File: config.mk
export PLATFORM = sky130hd
export DESIGN_NAME = decodeStage
export DESIGN_NICKNAME = d
export VERILOG_FILES = /design/src/logic/isaPkg.sv /design/src/logic/ctrlPkg.sv /design/src/logic/decodeControl.sv /design/src/logic/fieldDecode.sv /design/src/logic/registerFile.sv /design/src/logic/branchResolve.sv /design/src/logic/decodeStage.sv
export SDC_FILE = /design/constraint.sdc
export NUM_CORES = 1
export LEC_CHECK = 0
export ABC_AREA = 1
export BUFFER_PORTS_ARGS = -buffer_cell sky130_fd_sc_hd__buf_2
export CAP_MARGIN = 20
export CORE_ASPECT_RATIO = 0.6
export CORE_UTILIZATION = 30
export CTS_CLUSTER_DIAMETER = 80
export DETAILED_ROUTE_END_ITERATION = 16
export PLACE_DENSITY_LB_ADDON = 0.12
export SYNTH_ARGS = -nofsm -noshare
export SYNTH_HDL_FRONTEND = slang
export SYNTH_SLANG_ARGS = --single-unit
File: constraint.sdc
create_clock -name clk -period 8.26 [get_ports clk]
set_input_delay 1.652 -clock clk [delete_from_list [all_inputs] [get_ports clk]]
set_output_delay 1.652 -clock clk [all_outputs]
set_load 0.005 [all_outputs]
File: src/logic/isaPkg.sv
// isaPkg: word and register sizes, opcodes, field positions, instruction formats, stall word
package isaPkg;

	// datapath and address width
	localparam int wordWidth = 16;
	// register selects and register count
	localparam int regSelWidth = 3;
	localparam int numRegs = 8;
	// JAL and JALR save the return address here
	localparam logic [regSelWidth-1:0] linkReg = 3'd7;

	// field positions inside the 16-bit instruction word
	localparam int opLsb = 11;
	localparam int opWidth = 5;
	localparam int rsLsb = 8;
	// Rt of R format and Rd of I1 format share bits 7..5
	localparam int rtLsb = 5;
	localparam int rdI1Lsb = 5;
	localparam int rdRLsb = 2;
	// ALU function bits of R format
	localparam int funcLsb = 0;
	localparam int funcWidth = 2;
	// immediate widths, all starting at bit 0
	localparam int imm5Width = 5;
	localparam int imm8Width = 8;
	localparam int disp11Width = 11;

	// opcodes
	localparam logic [opWidth-1:0] opHalt = 5'b00000;
	localparam logic [opWidth-1:0] opNop = 5'b00001;
	localparam logic [opWidth-1:0] opJ = 5'b00100;
	localparam logic [opWidth-1:0] opJr = 5'b00101;
	localparam logic [opWidth-1:0] opJal = 5'b00110;
	localparam logic [opWidth-1:0] opJalr = 5'b00111;
	localparam logic [opWidth-1:0] opAddi = 5'b01000;
	localparam logic [opWidth-1:0] opSubi = 5'b01001;
	localparam logic [opWidth-1:0] opXori = 5'b01010;
	localparam logic [opWidth-1:0] opAndni = 5'b01011;
	localparam logic [opWidth-1:0] opBeqz = 5'b01100;
	localparam logic [opWidth-1:0] opBnez = 5'b01101;
	localparam logic [opWidth-1:0] opBltz = 5'b01110;
	localparam logic [opWidth-1:0] opBgez = 5'b01111;
	localparam logic [opWidth-1:0] opSt = 5'b10000;
	localparam logic [opWidth-1:0] opLd = 5'b10001;
	localparam logic [opWidth-1:0] opSlbi = 5'b10010;
	localparam logic [opWidth-1:0] opStu = 5'b10011;
	localparam logic [opWidth-1:0] opLbi = 5'b11000;
	localparam logic [opWidth-1:0] opShiftR = 5'b11010;
	localparam logic [opWidth-1:0] opAluR = 5'b11011;
	localparam logic [opWidth-1:0] opSeq = 5'b11100;
	localparam logic [opWidth-1:0] opSlt = 5'b11101;
	localparam logic [opWidth-1:0] opSle = 5'b11110;

	// the four instruction layouts
	typedef enum logic [1:0] {
		fmtI1,
		fmtI2,
		fmtR,
		fmtJ
	} instrFormat;

	// NOP word fed to the control unit during a stall
	localparam logic [wordWidth-1:0] stallInstr = 16'h0800;

endpackage

File: src/logic/ctrlPkg.sv
// ctrlPkg: ALU operation encoding and write-back register source encoding
package ctrlPkg;

	// operation requested from the execute stage
	typedef enum logic [3:0] {
		aluAdd = 4'd0,
		aluSub = 4'd1,
		aluXor = 4'd2,
		aluAndn = 4'd3,
		// shift and rotate group
		aluRol = 4'd4,
		aluSll = 4'd5,
		aluRor = 4'd6,
		aluSrl = 4'd7,
		// compare group, result is 0 or 1
		aluSeq = 4'd8,
		aluSlt = 4'd9,
		aluSle = 4'd10,
		// load immediate forms
		aluLbi = 4'd11,
		aluSlbi = 4'd12,
		// operand A goes straight through
		aluPass = 4'd13
	} aluOpType;

	// where the destination register number comes from
	typedef enum logic [1:0] {
		// Rd field of the format
		wbRd = 2'd0,
		// Rs field, used by STU, LBI and SLBI
		wbRs = 2'd1,
		// fixed link register for JAL and JALR
		wbLink = 2'd2
	} wbSelType;

endpackage

File: src/logic/decodeControl.sv
// decodeControl: opcode to pipeline control levels, NOP for unknown opcodes
module decodeControl import isaPkg::*, ctrlPkg::*; (
	input logic [wordWidth-1:0] instr,
	output logic isHalt,
	output logic isNop,
	output logic isJal,
	output logic isJr,
	output logic isJump,
	output logic isBranch,
	output logic isMemToReg,
	output logic isMemRead,
	output logic isMemWrite,
	output logic aluSrc,
	output logic isRegWrite,
	output aluOpType aluOp,
	output wbSelType wbRegSel
);

	logic [opWidth-1:0] opcode;
	logic [funcWidth-1:0] func;

	assign opcode = instr[opLsb +: opWidth];
	assign func = instr[funcLsb +: funcWidth];

	always_comb begin
		// everything inactive unless the opcode says otherwise
		isHalt = 1'b0;
		isNop = 1'b0;
		isJal = 1'b0;
		isJr = 1'b0;
		isJump = 1'b0;
		isBranch = 1'b0;
		isMemToReg = 1'b0;
		isMemRead = 1'b0;
		isMemWrite = 1'b0;
		aluSrc = 1'b0;
		isRegWrite = 1'b0;
		aluOp = aluPass;
		wbRegSel = wbRd;
		case (opcode)
			opHalt: isHalt = 1'b1;
			opNop: isNop = 1'b1;
			opJ: isJump = 1'b1;
			// register-indirect jump, target from rs plus imm8
			opJr: begin
				isJump = 1'b1;
				isJr = 1'b1;
			end
			// link forms write PC+2 into r7
			opJal: begin
				isJump = 1'b1;
				isJal = 1'b1;
				isRegWrite = 1'b1;
				wbRegSel = wbLink;
			end
			opJalr: begin
				isJump = 1'b1;
				isJr = 1'b1;
				isJal = 1'b1;
				isRegWrite = 1'b1;
				wbRegSel = wbLink;
			end
			// immediate arithmetic
			opAddi, opSubi, opXori, opAndni: begin
				aluSrc = 1'b1;
				isRegWrite = 1'b1;
				case (opcode)
					opAddi: aluOp = aluAdd;
					opSubi: aluOp = aluSub;
					opXori: aluOp = aluXor;
					default: aluOp = aluAndn;
				endcase
			end
			// condition itself is tested here in decode
			opBeqz, opBnez, opBltz, opBgez: isBranch = 1'b1;
			// address = rs + imm5
			opSt: begin
				aluOp = aluAdd;
				aluSrc = 1'b1;
				isMemWrite = 1'b1;
			end
			opLd: begin
				aluOp = aluAdd;
				aluSrc = 1'b1;
				isMemRead = 1'b1;
				isMemToReg = 1'b1;
				isRegWrite = 1'b1;
			end
			// store with update also writes the address back into rs
			opStu: begin
				aluOp = aluAdd;
				aluSrc = 1'b1;
				isMemWrite = 1'b1;
				isRegWrite = 1'b1;
				wbRegSel = wbRs;
			end
			opSlbi: begin
				aluOp = aluSlbi;
				aluSrc = 1'b1;
				isRegWrite = 1'b1;
				wbRegSel = wbRs;
			end
			opLbi: begin
				aluOp = aluLbi;
				aluSrc = 1'b1;
				isRegWrite = 1'b1;
				wbRegSel = wbRs;
			end
			// function bits pick the shift or rotate
			opShiftR: begin
				isRegWrite = 1'b1;
				case (func)
					2'b00: aluOp = aluRol;
					2'b01: aluOp = aluSll;
					2'b10: aluOp = aluRor;
					default: aluOp = aluSrl;
				endcase
			end
			opAluR: begin
				isRegWrite = 1'b1;
				case (func)
					2'b00: aluOp = aluAdd;
					2'b01: aluOp = aluSub;
					2'b10: aluOp = aluXor;
					default: aluOp = aluAndn;
				endcase
			end
			opSeq: begin
				aluOp = aluSeq;
				isRegWrite = 1'b1;
			end
			opSlt: begin
				aluOp = aluSlt;
				isRegWrite = 1'b1;
			end
			opSle: begin
				aluOp = aluSle;
				isRegWrite = 1'b1;
			end
			// unsupported or unknown opcode behaves as NOP
			default: isNop = 1'b1;
		endcase
	end

endmodule

File: src/logic/fieldDecode.sv
// fieldDecode: format classification, register select fields, immediate extension
module fieldDecode import isaPkg::*; (
	input logic [wordWidth-1:0] instr,
	output logic [regSelWidth-1:0] readReg1,
	output logic [regSelWidth-1:0] readReg2,
	output logic [regSelWidth-1:0] writeRegSel,
	output logic [wordWidth-1:0] immed
);

	logic [opWidth-1:0] opcode;
	instrFormat format;
	logic [regSelWidth-1:0] rs;

	assign opcode = instr[opLsb +: opWidth];
	assign rs = instr[rsLsb +: regSelWidth];

	// format from opcode, I1 covers everything not listed
	always_comb begin
		case (opcode)
			opJ, opJal: format = fmtJ;
			opJr, opJalr, opBeqz, opBnez, opBltz, opBgez, opLbi, opSlbi: format = fmtI2;
			opShiftR, opAluR, opSeq, opSlt, opSle: format = fmtR;
			default: format = fmtI1;
		endcase
	end

	// rs always sits in bits 10..8
	assign readReg1 = rs;
	// Rt of R format, or Rd of I1 format which is the store data register
	assign readReg2 = instr[rtLsb +: regSelWidth];

	always_comb begin
		case (format)
			fmtR: writeRegSel = instr[rdRLsb +: regSelWidth];
			fmtI1: writeRegSel = instr[rdI1Lsb +: regSelWidth];
			default: writeRegSel = rs;
		endcase
		// exceptions to the format rule
		case (opcode)
			opStu, opLbi, opSlbi: writeRegSel = rs;
			opJal, opJalr: writeRegSel = linkReg;
			default: ;
		endcase
	end

	always_comb begin
		case (format)
			// logical immediates are unsigned
			fmtI1: begin
				if (opcode == opXori || opcode == opAndni)
					immed = {{(wordWidth-imm5Width){1'b0}}, instr[imm5Width-1:0]};
				else
					immed = {{(wordWidth-imm5Width){instr[imm5Width-1]}}, instr[imm5Width-1:0]};
			end
			// slbi shifts in an unsigned byte
			fmtI2: begin
				if (opcode == opSlbi)
					immed = {{(wordWidth-imm8Width){1'b0}}, instr[imm8Width-1:0]};
				else
					immed = {{(wordWidth-imm8Width){instr[imm8Width-1]}}, instr[imm8Width-1:0]};
			end
			fmtJ: immed = {{(wordWidth-disp11Width){instr[disp11Width-1]}},
				instr[disp11Width-1:0]};
			// R format has no immediate
			default: immed = '0;
		endcase
	end

endmodule

File: src/logic/registerFile.sv
// registerFile: 8x16 registers, two combinational read ports, optional write bypass
module registerFile import isaPkg::*; #(
	parameter bit bypassEnable = 1'b1
) (
	input logic clk,
	input logic rstN,
	input logic [regSelWidth-1:0] readReg1,
	input logic [regSelWidth-1:0] readReg2,
	input logic [regSelWidth-1:0] writeReg,
	input logic [wordWidth-1:0] writeData,
	input logic writeEn,
	output logic [wordWidth-1:0] rdData1,
	output logic [wordWidth-1:0] rdData2
);

	logic [wordWidth-1:0] regs [numRegs];

	// one write port, written on the rising edge
	always_ff @(posedge clk or negedge rstN) begin
		if (!rstN) begin
			for (int i = 0; i < numRegs; i++) begin
				regs[i] <= '0;
			end
		end else if (writeEn) begin
			regs[writeReg] <= writeData;
		end
	end

	// read with optional forward of the word being written this cycle
	function automatic logic [wordWidth-1:0] readPort(input logic [regSelWidth-1:0] sel);
		logic hit;
		hit = bypassEnable && writeEn && (sel == writeReg);
		return hit ? writeData : regs[sel];
	endfunction

	always_comb begin
		rdData1 = readPort(readReg1);
		rdData2 = readPort(readReg2);
	end

endmodule

File: src/logic/branchResolve.sv
// branchResolve: branch condition, target adder, next PC select, flush decision
module branchResolve import isaPkg::*; (
	input logic [wordWidth-1:0] instr,
	input logic [wordWidth-1:0] rsVal,
	input logic [wordWidth-1:0] immed,
	input logic [wordWidth-1:0] incrPc,
	input logic isBranch,
	input logic isJump,
	input logic isJr,
	output logic [wordWidth-1:0] pcNext,
	output logic flush
);

	logic [opWidth-1:0] opcode;
	logic taken;
	logic redirect;
	logic [wordWidth-1:0] targetBase;
	logic [wordWidth-1:0] target;

	assign opcode = instr[opLsb +: opWidth];

	// condition on rs, sign taken from the top bit
	always_comb begin
		case (opcode)
			opBeqz: taken = (rsVal == '0);
			opBnez: taken = (rsVal != '0);
			opBltz: taken = rsVal[wordWidth-1];
			opBgez: taken = !rsVal[wordWidth-1];
			default: taken = 1'b0;
		endcase
	end

	// JR and JALR are relative to rs, all others to PC+2
	assign targetBase = isJr ? rsVal : incrPc;
	// for J and JAL immed already holds the extended disp11
	assign target = targetBase + immed;

	// jumps always redirect, branches only when taken
	assign redirect = isJump || (isBranch && taken);
	assign pcNext = redirect ? target : incrPc;

	// a redirect that lands on PC+2 needs no flush
	assign flush = (isBranch || isJump) && (pcNext != incrPc);

endmodule

File: src/logic/decodeStage.sv
// decodeStage: stall mux, control unit, field decode, register file, branch resolve
module decodeStage import isaPkg::*, ctrlPkg::*; #(
	parameter bit bypassEnable = 1'b1
) (
	input logic clk,
	input logic rstN,
	input logic [wordWidth-1:0] instr,
	input logic [wordWidth-1:0] currPc,
	input logic [wordWidth-1:0] incrPc,
	input logic stall,
	input logic [regSelWidth-1:0] writeReg,
	input logic [wordWidth-1:0] writeData,
	input logic writeEn,
	output logic isHalt,
	output logic isNop,
	output logic isJal,
	output logic isJr,
	output logic isJump,
	output logic isBranch,
	output logic isMemToReg,
	output logic isMemRead,
	output logic isMemWrite,
	output logic aluSrc,
	output logic isRegWrite,
	output aluOpType aluOp,
	output logic [regSelWidth-1:0] readReg1,
	output logic [regSelWidth-1:0] readReg2,
	output logic [regSelWidth-1:0] writeRegSel,
	output logic [wordWidth-1:0] immed,
	output logic [wordWidth-1:0] rdData1,
	output logic [wordWidth-1:0] rdData2,
	output logic [wordWidth-1:0] pcNext,
	output logic flush,
	// PC of this instruction, carried on for later stages
	output logic [wordWidth-1:0] decodePc
);

	logic [wordWidth-1:0] ctrlInstr;

	// bubble only hides control, fields still come from the real word
	assign ctrlInstr = stall ? stallInstr : instr;
	assign decodePc = currPc;

	// destination select, link register included, comes from fieldDecode
	decodeControl uCtrl (
		.instr(ctrlInstr),
		.isHalt(isHalt),
		.isNop(isNop),
		.isJal(isJal),
		.isJr(isJr),
		.isJump(isJump),
		.isBranch(isBranch),
		.isMemToReg(isMemToReg),
		.isMemRead(isMemRead),
		.isMemWrite(isMemWrite),
		.aluSrc(aluSrc),
		.isRegWrite(isRegWrite),
		.aluOp(aluOp),
		.wbRegSel()
	);

	fieldDecode uFields (
		.instr(instr),
		.readReg1(readReg1),
		.readReg2(readReg2),
		.writeRegSel(writeRegSel),
		.immed(immed)
	);

	registerFile #(
		.bypassEnable(bypassEnable)
	) uRegs (
		.clk(clk),
		.rstN(rstN),
		.readReg1(readReg1),
		.readReg2(readReg2),
		.writeReg(writeReg),
		.writeData(writeData),
		.writeEn(writeEn),
		.rdData1(rdData1),
		.rdData2(rdData2)
	);

	// rs value feeds both the condition test and the JR adder
	branchResolve uBranch (
		.instr(instr),
		.rsVal(rdData1),
		.immed(immed),
		.incrPc(incrPc),
		.isBranch(isBranch),
		.isJump(isJump),
		.isJr(isJr),
		.pcNext(pcNext),
		.flush(flush)
	);

endmodule

After elaboration in Yosys (flattened, before gate mapping)
Memory sizes are Yosys's and may differ from the RTL's.
Cells that the tools add are included.
- output and inout bits: 105
- register bits after elaboration: 128
- memories: 1
- latch bits: 0
- logic and storage cells: 118
- memory bits (read-only): 64
- bits of input ports: 71
- bits in writable memories: 0
- mux-type cells: 34
- equal/unequal tests: 41
- bitwise gates (word level): 3
- divide/modulo/power cells: 0
- $mul: 0
- reduce and logical (&&, ||, !) cells: 26
- magnitude comparators: 4
- $add $sub $neg: 1
- shifts and indexed selects: 0
- memories (memory ; depth ; width ; read ports ; clocked after Yosys merged registers in ; wr ports ; RTL line ; RTL):
    (name not given) ; 32 ; 2 ; 1 ; 0 ; 0 ; fieldDecode.sv:19 ; case (opcode)
- operators by type and width (cell ; number):
    2-to-1 mux 16 bit ; 12
    bitwise mux 128 bit ; 1
    binary-select mux 16 bit (select 3 bit) ; 2
    equality test 5 x 4 -> 1 bit (second input constant) ; 14
    equality test 5 bit (second input constant) ; 13
    demux 16 bit (select 3 bit) ; 1
    case mux 16 bit (3 select lines) ; 1
    case mux 4 bit (9 select lines) ; 1
    equality test 5 x 3 -> 1 bit (second input constant) ; 6
    OR reduction 23 bit ; 1
    case mux 2 bit (3 select lines) ; 3
    adder 16 bit ; 1
    zero test 16 bit ; 1
    != test 16 bit ; 1
    nonzero test 16 bit ; 1
    OR reduction 15 bit ; 1
    greater-or-equal comparator 4 bit (second input constant) ; 3
    NOT 3 -> 4 bit ; 3
    case mux 3 bit (2 select lines) ; 2
    OR reduction 4 bit ; 3
    2-to-1 mux 1 bit ; 10
    OR reduction 9 bit ; 1
    OR reduction 2 bit ; 4
    equality test 2 bit (second input constant) ; 3
    10 further kinds ; 20

Depth between registers and ports, before layout
Gate-level depths: netlist (run 1).
- depth after elaboration: 12
- mapped depth: 31
- gate-level depth less buffers: 30

Hierarchy
From an unflattened synthesis (run 1), not the netlist that was laid out.
- cells, all modules: 1808
- area total of the unflattened synthesis: 10777.8 sq um
- modules (own cells, without submodules) (module ; area an instance (sq um) ; sequential area each (sq um) ; cells an instance ; instances):
    registerFile ; 7812.5 ; 3203.1 ; 1196 ; 1
    branchResolve ; 1831.8 ; 0.0 ; 384 ; 1
    fieldDecode ; 467.9 ; 0.0 ; 96 ; 1
    decodeControl ; 387.9 ; 0.0 ; 81 ; 1
    decodeStage ; 277.8 ; 0.0 ; 51 ; 1

Worst setup path before layout (run 1)
Ideal clock, no wire load.
- path type: input-to-output
- from: input instr[15]
- to: output flush
- arrival: 4.507 ns
- path slack: 2.101 ns
- stages on the path: 22
- data required time: 6.608 ns
- path buffers: 2
- path through: buf_2 > nor2_1 > nand2_1 > nor2_1 > clkbuf_1 > o21ai_0 > ha_1 > fa_1 > nand3_1 > nand3_1 > nand2_1 > nand2_1 > o21ai_0 > o21ai_0 > a31oi_1 > xor2_1 > nand4_1 > nand2_1 > nor2_1 > nand2_1 > nor2_1 > nand2_1
- longest elaborated chain between the ends: 9
- elaborated cells on any way between the ends: 39
- classes of those cells: add/sub (1); eq/ne (18); mux (10); reduce/logical (9); memory (1)
- RTL lines (element ; RTL line ; RTL):
    start: declaration ; decodeStage.sv:7 ; input logic [wordWidth-1:0] instr,
    parallel branches: the longest is 8 deep, another holds adder 16 bit ; n/a ;
    logical AND 1 bit * ; branchResolve.sv:43 ; assign flush = (isBranch || isJump) && (pcNext != incrPc);
    end: declaration ; decodeStage.sv:33 ; output logic flush,
Mark *: on every way between the ends.

Final worst setup path (run 1)
- from: input instr[8]
- to: output flush
- longest elaborated chain between the ends: 12
- elaborated cells on any way between the ends: 19
- classes of those cells: add/sub (1); eq/ne (2); mux (8); bitwise (1); reduce/logical (7)
- RTL lines (element ; RTL line ; RTL):
    parallel branches: the longest is 9 deep, another holds adder 16 bit ; n/a ;
    2-to-1 mux 16 bit * ; branchResolve.sv:40 ; assign pcNext = redirect ? target : incrPc;
    != test 16 bit * ; branchResolve.sv:43 ;
    logical AND 1 bit * ; branchResolve.sv:43 ;
Mark *: on every way between the ends. The select of a mux whose other input is x is not followed.

==> results.cfg, run 1 <==
[power]
power.net_switching_uw = 826
switching_share_pct = 36.7
intPower_mw = 1.43
p_clk_share_pct = 33.6
p_per_area_nw_per_um2 = 199
p_leak_nw = 5.80
p_seq_share_pct = 36.6
vdd_drop_max_v = 0.000157
pwr-share-comb_pct = 29.8

[synthesis]
synth_seq_area_share_pct = 32.1
synthTopCellsByArea = dfrtp_1 (32%), nand2_1 (15%), o21ai_0 (13%)
synthDistinctLibCells = 40
syn_area_um2 = 9970
ys_ff_latch = 128
synth_edf_count = 0
syn_nets = 1642
synth_most_common_cell = nand2_1
ys_warn_count = 0
synthArstFlopShare_pct = 100
synth.avg_cell_area_um2 = 6.41
syn_inst = 1555
yosys.area.top_type = dfrtp_1
synth_top_area_share_pct = 32.1
yosys-top-cells-count = nand2_1 (410), o21ai_0 (262), inv_1 (190)
synth_flop_cell = dfrtp_1

[global_route]
grt_max_degree = 85
grt_usage_pct = 23.0
grt_overflow = 0
grt_pass1_vias = 9727
antenna_found_initial = 0
grt_pass1_wl_um = 59300

[sta]
finalCritPeriodShare_pct = 90.5
relSlewSlack_pct = 36.5
fin_ws_ns = 0.784
slew_violations = 0
setup_viol = 0
rsz0062_at_grt = false
worstMarginPinSlew_ns = 0.950
hold_viol = 0
max_freq_mhz = 134
fin_crit_ns = 7.48
clock_skew_ns = 0
tns_ns = 0

[route]
dr_wl_met3_um = 2390
drc = 0
dr.pass1.iters = 5
drt-met1-wl_um = 20200
wire_per_inst_um = 18.7
drtAntennaViolNets = 0
wirelength_um = 38500
drtIter0Drc = 982
via_per_inst = 5.06
top_layer_used = met4
dr_wl_met2_um = 15600
via_count = 10400

[floorplan]
dieArea_um2 = 34000
num_rows = 51
fp.dieW_um = 237
ioPinCount = 176
core-area_um2 = 32500
die_h_um = 143
start_util_pct = 30.6

[final_layout]
areaGrowthSynthToFinish_pct = 13.8
top_regs = uRegs.regs (128)
drive_above_1_share_pct = 14.6
fillers = 3564
largest_reg_flops = 128
n_antenna_cell = 0
top_register = uRegs.regs
finalNetCount = 1710

[clock_network]
numCtsBuffers = 17
clk_latency_ns = 0.43
cts_tree = built
cts.sinks = 128
clock-root-buffer = clkbuf_16
clk_pin_slew_worst_paths_ns = 0.06
cts_max_level = 4
holdBufCountCts = 0
post_cts_buffers = 0
cts_buffer_depth = 2
cts-resized-gates = 0

[min_path]
hold_class = register to register

[placed_design]
dpl.hpwl_um = 26100
gp_congestion = 0.869
pre_cts_ws_ns = 0.879
portBuffers = 143

[critical_path]
cp.required_ns = 6.61
critPathArrivalTime_ns = 5.82
crit_fanout = 54
critical_path_class = input pin to output port
endpoint_kind = output port
critPathLaunchType = input pin

[job]
cap_viol_max_count = 0

[outcome]
outcome = completed
==> power groups by stage <==
stage | clock (mW) | sequential [mW] | combinational [mW]
3_5_place_dp | 0 | 0.831 | 0.670
2_1_floorplan | 0 | 0.810 | 0.460
3_3_place_gp | 0 | 0.833 | 0.664
6_report | 0.757 | 0.825 | 0.672
4_1_cts | 0.773 | 0.822 | 0.672
5_1_grt | 0.806 | 0.841 | 0.769
==> worst max-delay path, stage by stage <==
cell	delay [ns]
buf_4	0.46
nand2_1	0.11
nand2_1	0.10
nor2_2	0.05
nand2_4	0.28
inv_4	0.17
nand2_1	0.11
nand2_2	0.07
nand2_1	0.06
o21ai_0	0.08
ha_1	0.23
fa_1	0.43
nand3_1	0.09
nand3_1	0.18
nand2_1	0.11
nand2_1	0.05
o21ai_0	0.13
o21ai_0	0.24
a31oi_1	0.32
xor2_1	0.14
nand4_1	0.10
nand2_1	0.08
nor2_1	0.09
nand2_1	0.06
nor2_1	0.17
nand2_1	0.07
buf_2	0.12
==> cell type report <==
cell class	instances	area (µm²)	share of cell area, %
inverter	195	739	6.52
timing repair buffer	168	912	8.04
clock buffer	18	439	3.87
multi-input combinational	1113	5380	47.4
clock inverter	12	139	1.22
sequential	128	3200	28.2
tap	424	531	4.68
==> cells by family after synthesis <==
logic type / synth area share (%)
adders and majority gates: 2.08
xor gates and xnor gates: 1.14
buffers and inverters: 14.1
AOI/OAI and AO/OA: 21.2
and+or+nand+nor: 29.3
DFF: 32.1
==> final timing paths <==
check | startpoint | to | slack (ns) | depth (start not counted)
min | uRegs.regs[36] | uRegs.regs[36] | 0.48 | 2
max | instr[8] | flush | 0.78 | 27
max reg2reg | uRegs.regs[57] | uRegs.regs[57] | 7.53 | 2
min reg2reg | uRegs.regs[36] | uRegs.regs[36] | 0.48 | 2
max in group asynchronous | rstN | uRegs.regs[22] | 5.77 | 2
min in group asynchronous | rstN | uRegs.regs[113] | 1.32 | 1
==> routing by layer <==
metal	vias up	GRT usage, %
met4	0	3.90
met2	340	32.3
met1	4875	36.1
met5	-	0
met3	28	4.19
li1	5175	-
==> cells in the final DEF, fill, tap and decap left out, types with 2 or more instances in the layout <==
master | Yosys | final
nor3_1 | 6 | 5
o21bai_1 | 4 | 4
inv_1 | 190 | 190
o211ai_1 | 25 | 25
clkinv_4 | 0 | 4
nand3b_1 | 3 | 3
inv_4 | 3 | 3
buf_4 | 31 | 26
nor2_2 | 3 | 5
o221ai_1 | 2 | 2
inv_2 | 2 | 2
nand2_1 | 410 | 409
a221oi_1 | 3 | 3
o2111ai_1 | 3 | 2
clkinvlp_4 | 0 | 4
a211oi_1 | 2 | 2
a31oi_1 | 5 | 5
nor2_1 | 121 | 119
nand2_2 | 12 | 13
a21oi_1 | 84 | 84
dfrtp_1 | 128 | 128
nand3_2 | 10 | 11
o22ai_1 | 4 | 4
o21ai_0 | 262 | 262
clkbuf_16 | 0 | 17
ha_1 | 15 | 15
buf_2 | 13 | 141
bufinv_16 | 0 | 2
xor2_1 | 10 | 10
nand3_1 | 86 | 85
xnor2_1 | 3 | 3
nand4_1 | 32 | 32
==> through the flow <==
step / cells / instance area, µm² / power [mW] / hold slack (ns) / utilization (%)
after floorplan: 1555 / 9970 / 1.27 / 0.453 / -
after global placement: 2028 / 10800 / 1.50 / 0.466 / 33.1
after detailed placement: 2028 / 10800 / 1.50 / 0.474 / 33.1
after CTS: 2058 / 11300 / 2.27 / 0.489 / 34.9
after global routing: 2058 / 11300 / 2.42 / 0.503 / 34.9
final: 2058 / 11300 / 2.25 / 0.483 / 34.9
No activity file was read; power rests on OpenSTA's default activity.
==> run 2: changes to the inputs <==
--- a/config.mk
+++ b/config.mk
@@ -8,11 +8,10 @@
 export ABC_AREA = 1
 export BUFFER_PORTS_ARGS = -buffer_cell sky130_fd_sc_hd__buf_2
 export CAP_MARGIN = 20
-export CORE_ASPECT_RATIO = 0.6
+export CORE_ASPECT_RATIO = 1.75
 export CORE_UTILIZATION = 30
 export CTS_CLUSTER_DIAMETER = 80
 export DETAILED_ROUTE_END_ITERATION = 16
-export PLACE_DENSITY_LB_ADDON = 0.12
 export SYNTH_ARGS = -nofsm -noshare
 export SYNTH_HDL_FRONTEND = slang
 export SYNTH_SLANG_ARGS = --single-unit
==> run 2 against run 1 <==
Net effect: flip-flop and latch count did not move; final cell count fell by 0.83%; maximum frequency fell by 0.13%; critical path depth rose by 1; sequential share of layout area barely moved.
==> results.cfg, run 2 (synthesized netlist as in run 1, its figures left out) <==
[power]
vdd_drop_max_v = 0.0000929
power.net_switching_uw = 798
p_seq_share_pct = 36.2
pwr-share-comb_pct = 29.5
p_leak_nw = 5.82
p_per_area_nw_per_um2 = 200
intPower_mw = 1.47
p_total_mw = 2.27
switching_share_pct = 35.1
p_clk_share_pct = 34.3

[sta]
fin_ws_ns = 0.775
slew_violations = 0
setup_viol = 0
whs_ns = 0.481
fin_crit_ns = 7.49
max_freq_mhz = 134
finalCritPeriodShare_pct = 90.6
worstMarginPinSlew_ns = 0.948
rsz0062_at_grt = false
clock_skew_ns = 0
relSlewSlack_pct = 36.8
tns_ns = 0
hold_viol = 0

[critical_path]
endpoint_kind = output port
critPathBufInv = 4
cp.required_ns = 6.61
cpMostUsedCell = nand2_1
slowest_delay_ns = 0.44
r2r-end = uRegs.regs[78]
rrSetupSlack_ns = 7.56
critical_path_class = input pin to output port
r2r-start = uRegs.regs[78]
cp_top_family = simple AND/OR/NAND/NOR gates
critPathArrivalTime_ns = 5.83
worstRegToRegCells = 2
worst_path_max_delay_cell = buf_4
crit_fanout = 47
critPathLaunchType = input pin

[clock_network]
cts_buffer_depth = 2
holdBufCountCts = 0
cts.sinks = 128
post_cts_buffers = 0
numCtsBuffers = 17
clk_latency_ns = 0.43
cts-resized-gates = 0
clk_pin_slew_worst_paths_ns = 0.06
cts_tree = built
clock-root-buffer = clkbuf_16
cts_max_level = 4

[global_route]
antenna_found_initial = 0
grt_pass1_vias = 10500
grt_usage_pct = 22.0
grt_overflow = 0
grt_pass1_wl_um = 57600
grt_max_degree = 73

[floorplan]
fp.dieW_um = 140
num_rows = 88
core-area_um2 = 32800
die_h_um = 243
ioPinCount = 176
dieArea_um2 = 34000
start_util_pct = 30.4

[final_layout]
drive_above_1_share_pct = 14.4
top_regs = uRegs.regs (128)
largest_reg_flops = 128
areaGrowthSynthToFinish_pct = 13.8
final_common_cell = nand2_1
top_register = uRegs.regs
fillers = 3590
seqCellArea_um2 = 3200
n_antenna_cell = 0
stdcell_count = 2041
most-common-layout-cells = nand2_1 (410), o21ai_0 (262), inv_1 (190)
multi_input_area_um2 = 5370
finalNetCount = 1711

[route]
drc = 0
via_per_inst = 5.27
wire_per_inst_um = 18.0
wirelength_um = 36800
drtIter0Drc = 745
via_count = 10800
dr.pass1.iters = 8
drtAntennaViolNets = 0

[outcome]
outcome = completed

[job]
cap_viol_max_count = 0

[min_path]
min_path_cells = 2
hold_class = register to register
worstHoldStart = uRegs.regs[25]
min_to = uRegs.regs[25]

[placed_design]
dpl.cell_count = 2010
portBuffers = 143
dpl.hpwl_um = 26100
pre_cts_ws_ns = 0.842
gp_congestion = 0.986
==> run 2: tightest hold or removal path: cells and delay by family (launching register included) <==
family / cells / cell delay [ns]
AO/OA/AOI/OAI: 1 / 0.05
AND/OR/NAND/NOR: 1 / 0.05
flip-flops: 1 / 0.34
==> run 2: power groups by stage <==
| stage | logic [mW] | registers, mW | clock network, mW |
|---|---|---|---|
| finish | 0.671 | 0.823 | 0.779 |
| global route | 0.764 | 0.836 | 0.812 |
| CTS | 0.668 | 0.819 | 0.790 |
| detailed placement | 0.665 | 0.828 | 0 |
| global placement | 0.653 | 0.827 | 0 |
| floorplan | 0.460 | 0.810 | 0 |
==> run 2: through the flow <==
| step | utilization, % | area, µm² |
|---|---|---|
| CTS | 34.6 | 11300 |
| floorplan | - | 9970 |
| global placement | 32.7 | 10700 |
| global route | 34.6 | 11300 |
| detailed placement | 32.7 | 10700 |
| finish | 34.6 | 11300 |
==> run 2: cell type report <==
class | count | share of cell area (%)
Sequential cell | 128 | 28.2
Clock buffer | 22 | 4.18
Inverter | 195 | 6.52
Timing Repair Buffer | 169 | 8.07
Clock inverter | 9 | 1.17
Multi-Input combinational cell | 1113 | 47.4
Tap cell | 405 | 4.47
==> run 2: how the worst max path moves through the flow <==
stage / start / endpoint / slack [ns] / cells after the start
after floorplan: instr[15] / flush / 2.10 / 22
after global placement: instr[8] / flush / 0.93 / 29
after detailed placement: instr[8] / flush / 0.84 / 28
after CTS: instr[8] / flush / 0.84 / 28
after global routing: instr[8] / flush / 0.45 / 29
final: instr[8] / flush / 0.77 / 28
==> run 2: layer usage <==
metal  track usage, %  up-vias  part of all wire, %  routed length, µm
met4             14.9        0                  6.3               2330
li1                 -     5170                    -                  -
met2             40.0      435                   51              18700
met5                0        -                    0                  0
met3             3.75      120                  6.3               2300
met1             22.9     5028                   37              13500
